**src/hw/xpu_pkg.sv**
```systemverilog
// shared widths, register offsets and version word for the xpu timing core, imported by all RTL
`default_nettype none

package xpu_pkg;

  // bus widths
  localparam int APB_ADDR_W = 8;
  localparam int APB_DATA_W = 32;

  localparam int TSF_W       = 64;  // 802.11 tsf is 64 bit
  localparam int SLICE_CNT_W = 20;  // microseconds per cycle / slice edge
  localparam int N_SLICES    = 4;

  typedef logic [SLICE_CNT_W-1:0]      slice_cnt_t;
  typedef logic [$clog2(N_SLICES)-1:0] slice_idx_t;
  typedef logic [TSF_W-1:0]            tsf_t;

  // word offsets, byte address is offset * 4
  localparam logic [5:0] REG_CTRL        = 6'd0;   // bit 0 slicer soft reset
  localparam logic [5:0] REG_TSF_LOAD_LO = 6'd2;
  localparam logic [5:0] REG_TSF_LOAD_HI = 6'd3;   // rising bit 31 loads timer
  localparam logic [5:0] REG_SLICE_TOTAL = 6'd20;
  localparam logic [5:0] REG_SLICE_START = 6'd21;
  localparam logic [5:0] REG_SLICE_END   = 6'd22;
  localparam logic [5:0] REG_TSF_RD_LO   = 6'd58;
  localparam logic [5:0] REG_TSF_RD_HI   = 6'd59;
  localparam logic [5:0] REG_VERSION     = 6'd63;

  // slice start/end word layout
  localparam int SLICE_IDX_LSB = 20;

  localparam logic [APB_DATA_W-1:0] XPU_VERSION = 32'h0001_0203;

endpackage

`default_nettype wire

```
**src/hw/xpu_regs.sv**
```systemverilog
// APB register block of the timing core that holds config and returns a coherent 64-bit tsf read
`default_nettype none
`timescale 1ns/1ps

module xpu_regs (
  input  wire                               clk_i,
  input  wire                               rst_n_i,
  input  wire                               psel_i,
  input  wire                               penable_i,
  input  wire                               pwrite_i,
  input  wire [xpu_pkg::APB_ADDR_W-1:0]     paddr_i,
  input  wire [xpu_pkg::APB_DATA_W-1:0]     pwdata_i,
  input  wire xpu_pkg::tsf_t                tsf_val_i,
  output logic [xpu_pkg::APB_DATA_W-1:0]    prdata_o,
  output logic                              pready_o,
  output logic                              pslverr_o,
  output logic                              tsf_load_o,
  output xpu_pkg::tsf_t                     tsf_load_val_o,
  output xpu_pkg::slice_cnt_t               slice_total_o,
  output logic                              slice_wr_o,
  output logic [5:0]                        slice_sel_o,
  output xpu_pkg::slice_idx_t               slice_idx_o,
  output xpu_pkg::slice_cnt_t               slice_cnt_o,
  output logic                              slicer_srst_o
);

  import xpu_pkg::*;

  logic [5:0]            ofs;
  logic                  ofs_valid;
  logic                  wr_en;
  logic                  rd_lo_en;
  logic [APB_DATA_W-1:0] rd_mux;

  logic [APB_DATA_W-1:0] ctrl_q;
  logic [APB_DATA_W-1:0] load_lo_q;
  logic [APB_DATA_W-1:0] load_hi_q;
  logic [APB_DATA_W-1:0] total_q;
  logic [APB_DATA_W-1:0] start_q;   // last word written to SLICE_START
  logic [APB_DATA_W-1:0] end_q;
  logic [APB_DATA_W-1:0] tsf_hi_snap_q;
  logic                  load_bit_q;  // previous value of load_hi_q[31]

  assign ofs = paddr_i[APB_ADDR_W-1:2];  // word offset

  // read mux and offset decode
  always_comb begin
    ofs_valid = 1'b1;
    case (ofs)
      REG_CTRL:        rd_mux = ctrl_q;
      REG_TSF_LOAD_LO: rd_mux = load_lo_q;
      REG_TSF_LOAD_HI: rd_mux = load_hi_q;
      REG_SLICE_TOTAL: rd_mux = total_q;
      REG_SLICE_START: rd_mux = start_q;
      REG_SLICE_END:   rd_mux = end_q;
      REG_TSF_RD_LO:   rd_mux = tsf_val_i[APB_DATA_W-1:0];
      REG_TSF_RD_HI:   rd_mux = tsf_hi_snap_q;
      REG_VERSION:     rd_mux = XPU_VERSION;
      default: begin
        rd_mux    = '0;
        ofs_valid = 1'b0;
      end
    endcase
  end

  assign wr_en    = psel_i & penable_i & pwrite_i & ofs_valid;
  assign rd_lo_en = psel_i & penable_i & ~pwrite_i & (ofs == REG_TSF_RD_LO);

  assign prdata_o  = rd_mux;
  assign pready_o  = 1'b1;  // no wait states
  assign pslverr_o = psel_i & penable_i & ~ofs_valid;

  always_ff @(posedge clk_i or negedge rst_n_i) begin
    if (!rst_n_i) begin
      ctrl_q        <= '0;
      load_lo_q     <= '0;
      load_hi_q     <= '0;
      total_q       <= '0;
      start_q       <= '0;
      end_q         <= '0;
      tsf_hi_snap_q <= '0;
      load_bit_q    <= 1'b0;
    end else begin
      load_bit_q <= load_hi_q[APB_DATA_W-1];
      if (rd_lo_en) begin
        tsf_hi_snap_q <= tsf_val_i[TSF_W-1:APB_DATA_W];  // pairs with the lo word just read
      end
      if (wr_en) begin
        case (ofs)
          REG_CTRL:        ctrl_q    <= pwdata_i;
          REG_TSF_LOAD_LO: load_lo_q <= pwdata_i;
          REG_TSF_LOAD_HI: load_hi_q <= pwdata_i;
          REG_SLICE_TOTAL: total_q   <= pwdata_i;
          REG_SLICE_START: start_q   <= pwdata_i;
          REG_SLICE_END:   end_q     <= pwdata_i;
          default: ;  // read-only words
        endcase
      end
    end
  end

  // timer load on rising edge of the msb
  assign tsf_load_o     = load_hi_q[APB_DATA_W-1] & ~load_bit_q;
  assign tsf_load_val_o = {1'b0, load_hi_q[APB_DATA_W-2:0], load_lo_q};

  // slicer config with table entries straight from the bus
  assign slice_total_o = total_q[SLICE_CNT_W-1:0];
  assign slice_wr_o    = wr_en & ((ofs == REG_SLICE_TOTAL) |
                                  (ofs == REG_SLICE_START) |
                                  (ofs == REG_SLICE_END));
  assign slice_sel_o   = ofs;
  assign slice_idx_o   = pwdata_i[SLICE_IDX_LSB +: $clog2(N_SLICES)];
  assign slice_cnt_o   = pwdata_i[SLICE_CNT_W-1:0];
  assign slicer_srst_o = ctrl_q[0];

  // every setup phase is followed by a completing access phase
  a_apb_no_wait: assert property (
    @(posedge clk_i) disable iff (!rst_n_i)
    (psel_i && !penable_i) |=> (psel_i && penable_i && pready_o)
  );

endmodule

`default_nettype wire

```
**src/hw/tsf_timer.sv**
```systemverilog
// 802.11 tsf timer, a microsecond prescaler and a loadable 64-bit counter of its ticks
`default_nettype none
`timescale 1ns/1ps

module tsf_timer #(
  parameter int CLK_PER_US = 50
) (
  input  wire                clk_i,
  input  wire                rst_n_i,
  input  wire                tsf_load_i,
  input  wire xpu_pkg::tsf_t tsf_load_val_i,
  output xpu_pkg::tsf_t      tsf_val_o,
  output logic               tsf_pulse_1m_o
);

  localparam int PRE_W = (CLK_PER_US > 1) ? $clog2(CLK_PER_US) : 1;
  localparam logic [PRE_W-1:0] PRE_LAST = PRE_W'(CLK_PER_US - 1);

  logic [PRE_W-1:0] pre_cnt_q;
  logic             pre_wrap;

  assign pre_wrap = (pre_cnt_q == PRE_LAST);

  // clock cycles within the current microsecond
  always_ff @(posedge clk_i or negedge rst_n_i) begin
    if (!rst_n_i) begin
      pre_cnt_q <= '0;
    end else if (tsf_load_i || pre_wrap) begin
      pre_cnt_q <= '0;
    end else begin
      pre_cnt_q <= pre_cnt_q + 1'b1;
    end
  end

  // one cycle tick per microsecond
  always_ff @(posedge clk_i or negedge rst_n_i) begin
    if (!rst_n_i) begin
      tsf_pulse_1m_o <= 1'b0;
    end else begin
      tsf_pulse_1m_o <= pre_wrap & ~tsf_load_i;
    end
  end

  always_ff @(posedge clk_i or negedge rst_n_i) begin
    if (!rst_n_i) begin
      tsf_val_o <= '0;
    end else if (tsf_load_i) begin
      tsf_val_o <= tsf_load_val_i;  // load beats a pending tick
    end else if (tsf_pulse_1m_o) begin
      tsf_val_o <= tsf_val_o + 1'b1;
    end
  end

  // a load only ever delays the next tick
  a_tick_spacing: assert property (
    @(posedge clk_i) disable iff (!rst_n_i || tsf_load_i)
    tsf_pulse_1m_o |=> !tsf_pulse_1m_o [*CLK_PER_US-1]
  );

endmodule

`default_nettype wire

```
**src/hw/time_slice_gen.sv**
```systemverilog
// time-slice generator, splits a repeating microsecond cycle into four slice enable windows
`default_nettype none
`timescale 1ns/1ps

module time_slice_gen (
  input  wire                                 clk_i,
  input  wire                                 rst_n_i,
  input  wire                                 tsf_pulse_1m_i,
  input  wire xpu_pkg::slice_cnt_t            slice_total_i,
  input  wire                                 slice_wr_i,
  input  wire [5:0]                           slice_sel_i,
  input  wire xpu_pkg::slice_idx_t            slice_idx_i,
  input  wire xpu_pkg::slice_cnt_t            slice_cnt_i,
  input  wire                                 slicer_srst_i,
  output logic                                cycle_start_o,
  output logic [xpu_pkg::N_SLICES-1:0]        slice_en_o
);

  import xpu_pkg::*;

  slice_cnt_t            start_tab_q [N_SLICES];
  slice_cnt_t            end_tab_q   [N_SLICES];
  slice_cnt_t            cyc_cnt_q;
  logic                  enabled;
  logic                  restart;
  logic                  cyc_last;
  logic [N_SLICES-1:0]   win_hit;

  assign enabled  = (slice_total_i != '0);
  assign restart  = slice_wr_i | slicer_srst_i;
  assign cyc_last = (cyc_cnt_q == slice_total_i - 1'b1);

  // start and end tables, entry chosen by the index field
  always_ff @(posedge clk_i or negedge rst_n_i) begin
    if (!rst_n_i) begin
      for (int i = 0; i < N_SLICES; i++) begin
        start_tab_q[i] <= '0;
        end_tab_q[i]   <= '0;
      end
    end else if (slice_wr_i) begin
      if (slice_sel_i == REG_SLICE_START) begin
        start_tab_q[slice_idx_i] <= slice_cnt_i;
      end
      if (slice_sel_i == REG_SLICE_END) begin
        end_tab_q[slice_idx_i] <= slice_cnt_i;
      end
    end
  end

  // microsecond position inside the cycle
  always_ff @(posedge clk_i or negedge rst_n_i) begin
    if (!rst_n_i) begin
      cyc_cnt_q <= '0;
    end else if (restart || !enabled) begin
      cyc_cnt_q <= '0;
    end else if (tsf_pulse_1m_i) begin
      cyc_cnt_q <= cyc_last ? '0 : cyc_cnt_q + 1'b1;
    end
  end

  always_ff @(posedge clk_i or negedge rst_n_i) begin
    if (!rst_n_i) begin
      cycle_start_o <= 1'b0;
    end else begin
      cycle_start_o <= tsf_pulse_1m_i & enabled & cyc_last & ~restart;
    end
  end

  // start <= count < end
  always_comb begin
    for (int i = 0; i < N_SLICES; i++) begin
      win_hit[i] = enabled &
                   (cyc_cnt_q >= start_tab_q[i]) &
                   (cyc_cnt_q <  end_tab_q[i]);
    end
  end

  always_ff @(posedge clk_i or negedge rst_n_i) begin
    if (!rst_n_i) begin
      slice_en_o <= '0;
    end else begin
      slice_en_o <= win_hit;
    end
  end

  a_cycle_start_single: assert property (
    @(posedge clk_i) disable iff (!rst_n_i)
    cycle_start_o |=> !cycle_start_o
  );

  // a zero total keeps the slicer quiet
  a_cycle_start_needs_total: assert property (
    @(posedge clk_i) disable iff (!rst_n_i)
    $rose(cycle_start_o) |-> enabled
  );

endmodule

`default_nettype wire

```
**src/hw/xpu_timing.sv**
```systemverilog
// top level of the timing core, APB registers beside the tsf timer and the time-slice generator
`default_nettype none
`timescale 1ns/1ps

module xpu_timing #(
  parameter int CLK_PER_US = 50
) (
  input  wire                               clk_i,
  input  wire                               rst_n_i,
  input  wire                               psel_i,
  input  wire                               penable_i,
  input  wire                               pwrite_i,
  input  wire [xpu_pkg::APB_ADDR_W-1:0]     paddr_i,
  input  wire [xpu_pkg::APB_DATA_W-1:0]     pwdata_i,
  output logic [xpu_pkg::APB_DATA_W-1:0]    prdata_o,
  output logic                              pready_o,
  output logic                              pslverr_o,
  output xpu_pkg::tsf_t                     tsf_val_o,
  output logic                              tsf_pulse_1m_o,
  output logic                              cycle_start_o,
  output logic [xpu_pkg::N_SLICES-1:0]      slice_en_o
);

  import xpu_pkg::*;

  logic       tsf_load;
  tsf_t       tsf_load_val;
  slice_cnt_t slice_total;
  logic       slice_wr;
  logic [5:0] slice_sel;
  slice_idx_t slice_idx;
  slice_cnt_t slice_cnt;
  logic       slicer_srst;

  xpu_regs u_regs (
    .clk_i          (clk_i),
    .rst_n_i        (rst_n_i),
    .psel_i         (psel_i),
    .penable_i      (penable_i),
    .pwrite_i       (pwrite_i),
    .paddr_i        (paddr_i),
    .pwdata_i       (pwdata_i),
    .tsf_val_i      (tsf_val_o),
    .prdata_o       (prdata_o),
    .pready_o       (pready_o),
    .pslverr_o      (pslverr_o),
    .tsf_load_o     (tsf_load),
    .tsf_load_val_o (tsf_load_val),
    .slice_total_o  (slice_total),
    .slice_wr_o     (slice_wr),
    .slice_sel_o    (slice_sel),
    .slice_idx_o    (slice_idx),
    .slice_cnt_o    (slice_cnt),
    .slicer_srst_o  (slicer_srst)
  );

  tsf_timer #(
    .CLK_PER_US (CLK_PER_US)
  ) u_tsf (
    .clk_i          (clk_i),
    .rst_n_i        (rst_n_i),
    .tsf_load_i     (tsf_load),
    .tsf_load_val_i (tsf_load_val),
    .tsf_val_o      (tsf_val_o),
    .tsf_pulse_1m_o (tsf_pulse_1m_o)
  );

  time_slice_gen u_slice (
    .clk_i          (clk_i),
    .rst_n_i        (rst_n_i),
    .tsf_pulse_1m_i (tsf_pulse_1m_o),
    .slice_total_i  (slice_total),
    .slice_wr_i     (slice_wr),
    .slice_sel_i    (slice_sel),
    .slice_idx_i    (slice_idx),
    .slice_cnt_i    (slice_cnt),
    .slicer_srst_i  (slicer_srst),
    .cycle_start_o  (cycle_start_o),
    .slice_en_o     (slice_en_o)
  );

endmodule

`default_nettype wire

```
**config.mk**
```make
export PLATFORM = sky130hd
export DESIGN_NAME = xpu_timing
export DESIGN_NICKNAME = d
export VERILOG_FILES = /design/src/hw/xpu_pkg.sv /design/src/hw/xpu_regs.sv /design/src/hw/tsf_timer.sv /design/src/hw/time_slice_gen.sv /design/src/hw/xpu_timing.sv
export SDC_FILE = /design/constraint.sdc
export NUM_CORES = 1
export LEC_CHECK = 0
export BUFFER_PORTS_ARGS = -buffer_cell sky130_fd_sc_hd__buf_2
export CORE_MARGIN = 4
export CORE_UTILIZATION = 62
export CTS_CLUSTER_DIAMETER = 60
export CTS_CLUSTER_SIZE = 12
export DETAILED_ROUTE_END_ITERATION = 8
export PLACE_DENSITY = 0.81
export SLEW_MARGIN = 15
export SYNTH_ARGS = -nofsm -noshare
export SYNTH_HDL_FRONTEND = slang
export SYNTH_SLANG_ARGS = --single-unit
```
**constraint.sdc**
```tcl
create_clock -name clk_i -period 8.05 [get_ports clk_i]
set_input_delay 1.61 -clock clk_i [delete_from_list [all_inputs] [get_ports clk_i]]
set_output_delay 1.61 -clock clk_i [all_outputs]
set_load 0.005 [all_outputs]
```
==> metrics.cfg, run 1 <==
[run_status]
status = complete, but fails checks
violations = DRC

[logic_synthesis]
synth_simple_gate_area_frac = 0.108
synth_compound_area_frac = 0.110
syn_inst = 2319
yosysSeqAreaShare = 0.477
synth_warnings = 0
yosysUniqueCellTypes = 67
synthArstFlopShare = 1.00
synth_top_family_by_area = multiplexers
synthMuxAreaShare = 0.139
synth_nets = 2525
synth_xor_area_frac = 0.0378
syn_avg_cell_area_um2 = 10.9
netlist_area_mm2 = 0.0252
synth_edf_count = 0
yosys_register_bits = 481
synthAdderAreaFrac = 0.0799
synth_flop_cell = dfrtp_1

[power_and_ir_drop]
switchingPower_uw = 1150
p_per_area_mw_per_mm2 = 172
clockPowerShare = 0.417
irDropWorstVdd_mv = 0.194
power.total_uw = 4760
internal_power_uw = 3610
switching_share = 0.242
power.share.sequential = 0.526
power.leakage_uw = 0.0138
combPwrFrac = 0.057

[cells_and_area]
final_util = 0.694
top_regs = u_slice.end_tab_q: 80 flops, u_slice.start_tab_q: 80 flops, u_tsf.tsf_val_o: 64 flops
final.fill_count = 2895
drive_gt1_frac = 0.240
final_nets = 2624
instances_no_fill = 2953
syn_to_final_growth_pct = 10.0

[placement]
placed_cells = 2894
pre_cts_slack_ns = 2.24
dp_hpwl_um = 45900
place_congestion = 0.927
port_buffers = 145

[global_route]
overflow = 0
grtUsageTotal = 0.314
grt_start_max_net_pins = 168
grtUsageMet1 = 0.432
grt_pass1_vias = 19800
top_usage_layer = met2
globalRouteMet3Util = 0.0679
grt_pass1_wl_um = 109000
antenna_found_initial = 4
globalRouteMet2Util = 0.493

[setup_path]
worstSetupEndpointType = output port
cp_data_arrival_time_ns = 4.29
cp.required_ns = 6.44
critPathKind = in2out
reg2reg_from = u_tsf.tsf_val_o[25]$_DFFE_PN0P_
crit_fanout = 21
start_kind = input port
startpoint = paddr_i[5]

[clocking]
htreeDepth = 2
cts_tree = done
root_buffer = clkbuf_16
clk_latency_ns = 0.61
path_clk_slew_ns = 0.06
cts_made_buffers = 47
ctsHoldBuffers = 0
cts_resized = 0
clock-sinks = 481
clk_path_buf_depth = 3
cts_setup_buffers = 0

[routing]
wl_um = 69300
drc_errors = 2
dr_total_vias = 19200
first_pass_iters = 9
wl_per_cell_um = 23.5
via_per_inst = 6.52
dr.first_iter.drc_count = 2005
antenna_left = 0

[sta]
final-hold-violation-count = 0
fin_crit_sh = 0.733
slew_violations = 0
slew_headroom = 0.135
max_freq_mhz = 170
finalSetupTns_ns = 0
setup-violations-final = 0
finClkSkew_ns = 0.0326
setup_slack_ns = 2.15
rsz0062_at_grt = false
fin_crit_ns = 5.90
worst_pin_slew_ns = 1.30

[floorplan]
die_y_um = 210
row_count = 73
die_x_um = 210
start_util = 0.631
core_area_mm2 = 0.0400
dieArea_mm2 = 0.0440
ios = 149

[min_path]
min_from = u_regs.load_hi_q[31]$_DFFE_PN0P_
hold_path_class = reg2reg

[job]
drv_cap = 0

## final cells by class
class | count | area [um^2] | area share
inverter | 174 | 653 | 0.0235
antenna | 1 | 2.50 | 0.0000902
timing repair buffer | 178 | 1010 | 0.0363
sequential | 481 | 12000 | 0.434
tap | 525 | 657 | 0.0237
clock buffer | 50 | 1210 | 0.0435
clock inverter | 8 | 81.3 | 0.00293
multi-input combinational | 1536 | 12100 | 0.436
## power groups by stage
stage / combinational (uW) / sequential (uW) / clock, uW
after floorplan: 140 / 2530 / 0
after detailed placement: 270 / 2550 / 0
after global routing: 302 / 2510 / 2110
after CTS: 274 / 2500 / 2010
final: 272 / 2500 / 1990
after global placement: 259 / 2540 / 0
## metal layers
layer | up-vias | wire (um)
met2 | 905 | 32200
met3 | 165 | 6510
met1 | 9711 | 28300
met5 | - | 34
li1 | 8461 | -
met4 | 6 | 2280
## logic make-up after synthesis
| family | count (synthesis) |
|---|---|
| mux | 311 |
| xor+xnor | 109 |
| buf+inv | 302 |
| compound gates | 410 |
| simple gates | 544 |
| fa+ha+maj | 161 |
| other cells | 1 |
| flops | 481 |
## per-stage QoR
stage | cell area (um^2) | hold slack, ns
floorplan | 25200 | 0.383
global placement | 26500 | 0.409
detailed placement | 26500 | 0.412
CTS | 27700 | 0.430
global route | 27800 | 0.439
finish | 27800 | 0.428
## layout by cell type (no fill, tap or decap), types with 28 or more instances in the layout
master / synthesis / routed
nor2_1: 63 / 57
clkbuf_16: 0 / 47
xnor2_1: 49 / 49
a22o_1: 28 / 28
a21oi_1: 32 / 32
nand3_1: 71 / 71
o21ai_0: 171 / 171
nand4_1: 48 / 48
inv_1: 174 / 174
buf_2: 3 / 144
a21o_1: 35 / 35
xor2_1: 60 / 60
mux2_2: 306 / 306
a222oi_1: 28 / 28
ha_1: 161 / 161
nor3_1: 38 / 32
nand2_1: 213 / 213
buf_4: 7 / 31
a221oi_1: 36 / 36
dfrtp_1: 481 / 481
## path summary, 6_finish.rpt
check                      depth (start not counted)                                  end  slack (ns)
max in group asynchronous                          2  u_slice.start_tab_q[75]$_DFFE_PN0P_        5.37
min reg2reg                                        0          u_regs.load_bit_q$_DFF_PN0_        0.43
max                                                9                         prdata_o[23]        2.15
min                                                0          u_regs.load_bit_q$_DFF_PN0_        0.43
max reg2reg                                        7      u_tsf.tsf_val_o[63]$_DFFE_PN0P_        4.31
min in group asynchronous                          1    u_slice.end_tab_q[62]$_DFFE_PN0P_        1.08
## worst max-delay path, stage by stage
cell and delay (ns):
buf_2 0.10, nor2_1 0.18, nand3_1 0.34, nor2_2 1.11
buf_4 0.40, a22o_1 0.17, a221oi_1 0.06, nand3_1 0.17
buf_2 0.14
## synth_stat cells (all sizes together) (13+ instances only)
| library cell | instances | area [um^2] |
|---|---|---|
| dfrtp | 481 | 12000 |
| mux2 | 306 | 3450 |
| nand2 | 213 | 800 |
| inv | 174 | 653 |
| o21ai | 171 | 856 |
| ha | 161 | 2010 |
| clkbuf | 114 | 458 |
| nand3 | 71 | 355 |
| nor2 | 63 | 236 |
| xor2 | 60 | 526 |
| xnor2 | 49 | 429 |
| nand4 | 48 | 300 |
| nor3 | 41 | 220 |
| a221oi | 36 | 315 |
| a21o | 35 | 263 |
| a21oi | 32 | 160 |
| a222oi | 28 | 280 |
| a22o | 28 | 245 |
| and3 | 25 | 158 |
| nor4 | 16 | 149 |
| a211oi | 14 | 105 |
| buf | 13 | 93.8 |
Note: power is estimated with default switching activity, not from simulation.
==> inputs of run 2 (changes only) <==
- CORE_UTILIZATION: 62 -> 56
- PLACE_DENSITY: 0.81 -> 0.77
- clock period: 8.05 -> 5.27 ns (I/O delays scaled with it)
==> run 2 against run 1 <==
  * The run now ends clean
  * Flip-flop and latch count unchanged
  * Sequential share of layout area down 0.40 points
  * Final area up 0.93%
  * Core utilization down 6.3 points
  * Setup slack worse by 1.4 ns
  * Count of clock-buffer cells in the layout up 1
  * Global-route usage down 2.5 points
  * Clock power up 60%
  * Critical endpoint is now prdata_o[14]
  * Via count down 0.40%
==> metrics.cfg, run 2 (synthesis gave the netlist of run 1 again) <==
[cells_and_area]
syn_to_final_growth_pct = 11.0  ; was 10.0%
layout_common_cells = 481 x dfrtp_1, 306 x mux2_2, 213 x nand2_1  ; unchanged
top_regs = u_slice.end_tab_q: 80 flops, u_slice.start_tab_q: 80 flops, u_tsf.tsf_val_o: 64 flops  ; unchanged
final_common_cell = dfrtp_1  ; unchanged
drive_gt1_frac = 0.245  ; was 0.240
final_nets = 2638  ; was 2624

[sta]
slew_headroom = 0.232  ; was 0.135
rsz0062_at_grt = false  ; unchanged
final-hold-violation-count = 0  ; unchanged
fin_crit_ns = 4.52
fin_crit_sh = 0.857
max_freq_mhz = 221
slew_violations = 0  ; unchanged
finClkSkew_ns = 0.0253  ; was 0.0326 ns
worst_pin_slew_ns = 1.15  ; was 1.30 ns
setup-violations-final = 0  ; unchanged
finalSetupTns_ns = 0  ; unchanged

[global_route]
grt_pass1_wl_um = 109000  ; about the same
antenna_found_initial = 4  ; unchanged
grt_pass1_vias = 19200  ; was 19800
grt_start_max_net_pins = 129  ; was 168
grtUsageTotal = 0.289  ; was 0.314
overflow = 0  ; unchanged

[placement]
port_buffers = 145  ; unchanged
dp_hpwl_um = 47400  ; was 45900 um
place_congestion = 0.907  ; was 0.927

[clocking]
cts_tree = done  ; unchanged
htreeDepth = 2  ; unchanged
ctsHoldBuffers = 0  ; unchanged
path_clk_slew_ns = 0.06  ; about the same
cts_setup_buffers = 0  ; unchanged
clock-sinks = 481  ; unchanged
root_buffer = clkbuf_16  ; unchanged
cts_made_buffers = 48  ; was 47
cts_resized = 0  ; unchanged
clk_latency_ns = 0.61  ; about the same
clk_path_buf_depth = 3  ; unchanged

[power_and_ir_drop]
switchingPower_uw = 1790  ; was 1150 uW
internal_power_uw = 5650  ; was 3610 uW
combPwrFrac = 0.059  ; was 0.057
power.leakage_uw = 0.0139  ; was 0.0138 uW
power.share.sequential = 0.513  ; was 0.526
p_per_area_mw_per_mm2 = 266  ; was 172 mW/mm^2
clockPowerShare = 0.428  ; was 0.417
switching_share = 0.241  ; was 0.242
irDropWorstVdd_mv = 0.297  ; was 0.194 mV
power.total_uw = 7440  ; was 4760 uW

[min_path]
min_from = u_regs.load_hi_q[31]$_DFFE_PN0P_  ; unchanged
min_to = u_regs.load_bit_q$_DFF_PN0_  ; unchanged
hold_path_class = reg2reg  ; unchanged
hold_depth = 0  ; unchanged

[floorplan]
start_util = 0.568  ; was 0.631
row_count = 77  ; was 73
core_area_mm2 = 0.0444  ; was 0.0400 mm^2
die_y_um = 220  ; was 210 um
dieArea_mm2 = 0.0485  ; was 0.0440 mm^2
die_x_um = 220  ; was 210 um
ios = 149  ; unchanged

[setup_path]
reg2reg_from = u_tsf.tsf_val_o[25]$_DFFE_PN0P_  ; unchanged
critPathKind = in2out  ; unchanged
rr_worst_depth = 7  ; unchanged
start_kind = input port  ; unchanged
r2r_end = u_tsf.tsf_val_o[63]$_DFFE_PN0P_  ; unchanged
crit_fanout = 14  ; was 21
worstSetupEndpointType = output port  ; unchanged
cp_data_arrival_time_ns = 3.46  ; was 4.29 ns
regToRegSetupSlack_ns = 1.39  ; was 4.31 ns
cp.required_ns = 4.22  ; was 6.44 ns

[routing]
wl_per_cell_um = 23.1  ; was 23.5 um
via_per_inst = 6.31  ; was 6.52
dr_total_vias = 19200  ; about the same
dr.first_iter.drc_count = 2022  ; was 2005
drc_errors = 0  ; was 2
wl_um = 70100  ; was 69300 um
first_pass_iters = 7  ; was 9
antenna_left = 0  ; unchanged

[run_status]
status = finished, final reports clean  ; was complete, but fails checks

[job]
drv_cap = 0  ; unchanged

-- run 2: changes by cell type in the layout (fill, tap and decap cells not counted), sizes merged --
cell | before | now
bufinv | 0 | 2
clkbuf | 50 | 51
clkinv | 7 | 6
diode | 1 | 3
buf | 178 | 191
inv | 175 | 177
-- run 2: worst max-delay path, stage by stage --
cell	delay [ns]
buf_2	0.11
nor2_1	0.24
nand3_1	0.34
nor2_2	0.87
buf_4	0.35
a22o_1	0.17
a221oi_1	0.07
nand3_1	0.13
buf_2	0.12
-- run 2: metrics by stage --
step                      instances  instance area (um^2)   util  hold slack, ns  worst slack, ns
after global placement         2974                 26600  0.600           0.410            0.901
final                          3039                 28000  0.631           0.431            0.752
after detailed placement       2974                 26600  0.600           0.408            0.745
after CTS                      3036                 28000  0.630           0.427            0.826
after floorplan                2319                 25200      -           0.383             1.60
after global routing           3038                 28000  0.631           0.442            0.628
-- run 2: worst max-delay path by stage --
stage	slack, ns	endpoint	from	depth (start not counted)
finish	0.75	prdata_o[14]	paddr_i[5]	9
global route	0.63	prdata_o[3]	paddr_i[5]	9
detailed placement	0.75	u_slice.start_tab_q[7]$_DFFE_PN0P_	paddr_i[5]	8
floorplan	1.60	prdata_o[25]	paddr_i[4]	7
CTS	0.83	prdata_o[14]	paddr_i[5]	9
global placement	0.90	u_slice.start_tab_q[8]$_DFFE_PN0P_	paddr_i[5]	8
-- run 2: area by class of cell --
cell class	count	area (um^2)
Tap cell	592	741
Timing Repair Buffer	191	1120
Clock inverter	11	141
Inverter	174	653
Sequential cell	481	12000
Antenna cell	3	7.51
Multi-Input combinational cell	1536	12100
Clock buffer	51	1220
Fill cell	3390	16400
-- run 2: power by group through the flow --
stage          combinational [uW]  clock, uW  sequential, uW
3_3_place_gp                  418          0            3870
3_5_place_dp                  437          0            3880
5_1_grt                       491       3370            3820
6_report                      440       3180            3810
4_1_cts                       444       3220            3810
2_1_floorplan                 213          0            3860
-- run 2: per-layer routing --
layer | vias to the layer above | part of all wire | track usage
li1 | 8495 | - | -
met1 | 9697 | 0.43 | 0.415
met2 | 811 | 0.46 | 0.451
met3 | 164 | 0.079 | 0.0537
met4 | 4 | 0.030 | 0.0875
met5 | - | 0.00031 | 0
==> inputs of run 3 (changes only) <==
- ABC_AREA: unset -> 1
==> run 3 against run 2 <==
  * Synthesized cell count rose by 42%
  * Total power fell by 0.70%
  * Count of clock-buffer cells in the layout rose by 4
  * Routed wire length rose by 32%
  * Global-route usage rose by 6.8 points
  * Clock skew fell by 0.0093 ns
==> metrics.cfg, run 3 <==
[run_status]
status = finished, final reports clean  ; unchanged

[sta]
fin_crit_ns = 4.43  ; was 4.52 ns
final-hold-violation-count = 0  ; unchanged
finalSetupTns_ns = 0  ; unchanged
setup-violations-final = 0  ; unchanged
slew_violations = 0  ; unchanged
rsz0062_at_grt = false  ; unchanged
slew_headroom = 0.205  ; was 0.232
worst_pin_slew_ns = 1.19  ; was 1.15 ns
fin_hold_ws_ns = 0.418  ; was 0.431 ns
max_freq_mhz = 226  ; was 221 MHz
finClkSkew_ns = 0.0160  ; was 0.0253 ns
setup_slack_ns = 0.841  ; was 0.752 ns
fin_crit_sh = 0.840  ; was 0.857

[logic_synthesis]
synth_top_area_cell = dfrtp_1  ; unchanged
syn_avg_cell_area_um2 = 8.08  ; was 10.9 um^2
syn_inst = 3296  ; was 2319
synthArstFlopShare = 1.00  ; unchanged
yosysUniqueCellTypes = 53  ; was 67
netlist_area_mm2 = 0.0266  ; was 0.0252 mm^2
synth_warnings = 0  ; unchanged
synth.most_common_cell = nand2_1  ; was dfrtp_1
yosysSeqAreaShare = 0.452  ; was 0.477
ys_top_cells_by_count = 766 x nand2_1, 481 x dfrtp_1, 421 x inv_1  ; was 481 x dfrtp_1, 306 x mux2_2, 213 x nand2_1
synth_edf_count = 0  ; unchanged
synth_top_area_share = 0.452  ; was 0.477
yosys_register_bits = 481  ; unchanged
synth_nets = 3502  ; was 2525
synth_flop_cell = dfrtp_1  ; unchanged
netlist_top_cells_area = dfrtp_1 45%, nand2_1 11%, ha_1 7.6%  ; was dfrtp_1 48%, mux2_2 14%, ha_1 8.0%

[floorplan]
core_area_mm2 = 0.0468  ; was 0.0444 mm^2
die_x_um = 226  ; was 220 um
ios = 149  ; unchanged
die_y_um = 226  ; was 220 um
start_util = 0.570  ; was 0.568
row_count = 79  ; was 77
dieArea_mm2 = 0.0511  ; was 0.0485 mm^2

[cells_and_area]
layout_common_cells = 764 x nand2_1, 481 x dfrtp_1, 421 x inv_1  ; was 481 x dfrtp_1, 306 x mux2_2, 213 x nand2_1
final_nets = 3604  ; was 2638
top_regs = u_slice.end_tab_q: 80 flops, u_slice.start_tab_q: 80 flops, u_tsf.tsf_val_o: 64 flops  ; unchanged
n_antenna_cell = 0  ; was 3
syn_to_final_growth_pct = 9.60  ; was 11.0%
final.fill_count = 3959  ; was 3390
final_common_cell = nand2_1  ; was dfrtp_1
drive_gt1_frac = 0.0907  ; was 0.245

[clocking]
cts_setup_buffers = 0  ; unchanged
root_buffer = clkbuf_16  ; unchanged
cts_resized = 0  ; unchanged
cts_tree = done  ; unchanged
clk_path_buf_depth = 3  ; unchanged
cts_made_buffers = 48  ; unchanged
clock-sinks = 481  ; unchanged
path_clk_slew_ns = 0.06  ; about the same
ctsHoldBuffers = 0  ; unchanged
htreeDepth = 2  ; unchanged
clk_latency_ns = 0.60  ; was 0.61 ns

[routing]
via_per_inst = 6.18  ; was 6.31
first_pass_iters = 6  ; was 7
route.met3.wl_um = 10800  ; was 5570 um
drt-met1-wl_um = 33800  ; was 30200 um
top_layer = met5  ; unchanged
dr_total_vias = 24800  ; was 19200
drc_errors = 0  ; unchanged
antenna_left = 0  ; unchanged
routed-wl-met2_um = 39200  ; was 32200 um
wl_um = 92200  ; was 70100 um
wl_per_cell_um = 23.0  ; was 23.1 um
dr.first_iter.drc_count = 3192  ; was 2022

[setup_path]
rr_worst_depth = 13  ; was 7
cp_slowest_stage_delay_ns = 0.70  ; was 0.87 ns
r2r_end = u_slice.cyc_cnt_q[0]$_DFFE_PN0P_  ; was u_tsf.tsf_val_o[63]$_DFFE_PN0P_
crit_chain = buf_2, nor2_1, nand3_1, inv_2, a22oi_1, nand4_1, buf_2  ; was buf_2, nor2_1, nand3_1, nor2_2, buf_4, a22o_1, a221oi_1, nand3_1, buf_2
cp_data_arrival_time_ns = 3.37  ; was 3.46 ns
regToRegSetupSlack_ns = 2.28  ; was 1.39 ns
path_delay_family = simple AND/OR/NAND/NOR gates  ; unchanged
reg2reg_from = u_regs.total_q[0]$_DFFE_PN0P_  ; was u_tsf.tsf_val_o[25]$_DFFE_PN0P_
critPathKind = in2out  ; unchanged
critPathBufInv = 3  ; unchanged
slowest_stage = inv_2  ; was nor2_2
crit_top_cell = buf_2
start_kind = input port  ; unchanged
cp.required_ns = 4.22  ; about the same
worstSetupEndpointType = output port  ; unchanged
crit_fanout = 18  ; was 14

[placement]
port_buffers = 145  ; unchanged
pre_cts_slack_ns = 1.00  ; was 0.745 ns
place_congestion = 1.05  ; was 0.907
dp_hpwl_um = 65700  ; was 47400 um

[power_and_ir_drop]
irDropWorstVdd_mv = 0.213  ; was 0.297 mV
p_per_area_mw_per_mm2 = 253  ; was 266 mW/mm^2
power.leakage_uw = 0.0146  ; was 0.0139 uW
power.total_uw = 7390  ; was 7440 uW

[global_route]
grtUsageTotal = 0.356  ; was 0.289
overflow = 0  ; unchanged
antenna_found_initial = 3  ; was 4
grt_pass1_vias = 23900  ; was 19200
grt_pass1_wl_um = 138000  ; was 109000 um
grt_start_max_net_pins = 115  ; was 129

[min_path]
hold_depth = 0  ; unchanged
min_from = u_regs.load_hi_q[31]$_DFFE_PN0P_  ; unchanged
hold_path_class = reg2reg  ; unchanged
min_to = u_regs.load_bit_q$_DFF_PN0_  ; unchanged

[job]
drv_cap = 0  ; unchanged

run 3: cell types whose count changed in the layout (fill, tap and decap cells not counted), moves of 29 or more:
cell     delta
inv_1     +247
xnor2_1    -31
a22oi_1    +29
o21ai_0   +151
nand3_1    +63
nand2_1   +551
o22ai_1    +35
nor2_1    +177
a21o_1     -32
mux2_2    -305
a21oi_1   +131
run 3: kinds of logic after synthesis:
kind of cell,Yosys count,synth area share
other cells,1,0.000141
compound gates,707,0.154
fa+ha+maj,161,0.0756
xor+xnor,84,0.0276
mux,3,0.00127
buf+inv,563,0.0829
flops,481,0.452
simple gates,1296,0.207
run 3: layout make-up:
class | instances | area [um^2] | share of cell area
clock buffer | 55 | 1270 | 0.0435
clock inverter | 5 | 38.8 | 0.00133
inverter | 432 | 1620 | 0.0556
multi-input combinational | 2252 | 12400 | 0.425
sequential | 481 | 12000 | 0.412
tap | 607 | 759 | 0.0260
timing repair buffer | 183 | 1060 | 0.0363
run 3: per-stage QoR:
stage          utilization  std cells  cell area [um^2]
5_1_grt              0.624       4015             29200
3_3_place_gp         0.596       3955             27900
3_5_place_dp         0.596       3955             27900
2_1_floorplan            -       3296             26600
4_1_cts              0.624       4015             29200
6_report             0.624       4015             29200
run 3: worst max path at each step:
stage | endpoint | slack (ns) | start | depth (start not counted)
final | prdata_o[5] | 0.84 | paddr_i[4] | 7
after floorplan | prdata_o[26] | 2.03 | paddr_i[6] | 7
after global routing | prdata_o[6] | 0.81 | paddr_i[4] | 7
after global placement | prdata_o[6] | 1.05 | paddr_i[4] | 7
after detailed placement | prdata_o[6] | 1.00 | paddr_i[4] | 7
after CTS | prdata_o[6] | 1.01 | paddr_i[4] | 7
run 3: where the power goes:
part,switching (uW),leakage [uW],internal (uW)
logic,329,0.00779,111
registers,54.9,0.00615,3750
clock network,1460,0.000645,1680
run 3: metal layers:
layer  track usage  vias up
li1              -    11100
met5             0        -
met4         0.254        4
met2         0.529     1591
met1         0.455    11700
met3        0.0926      405
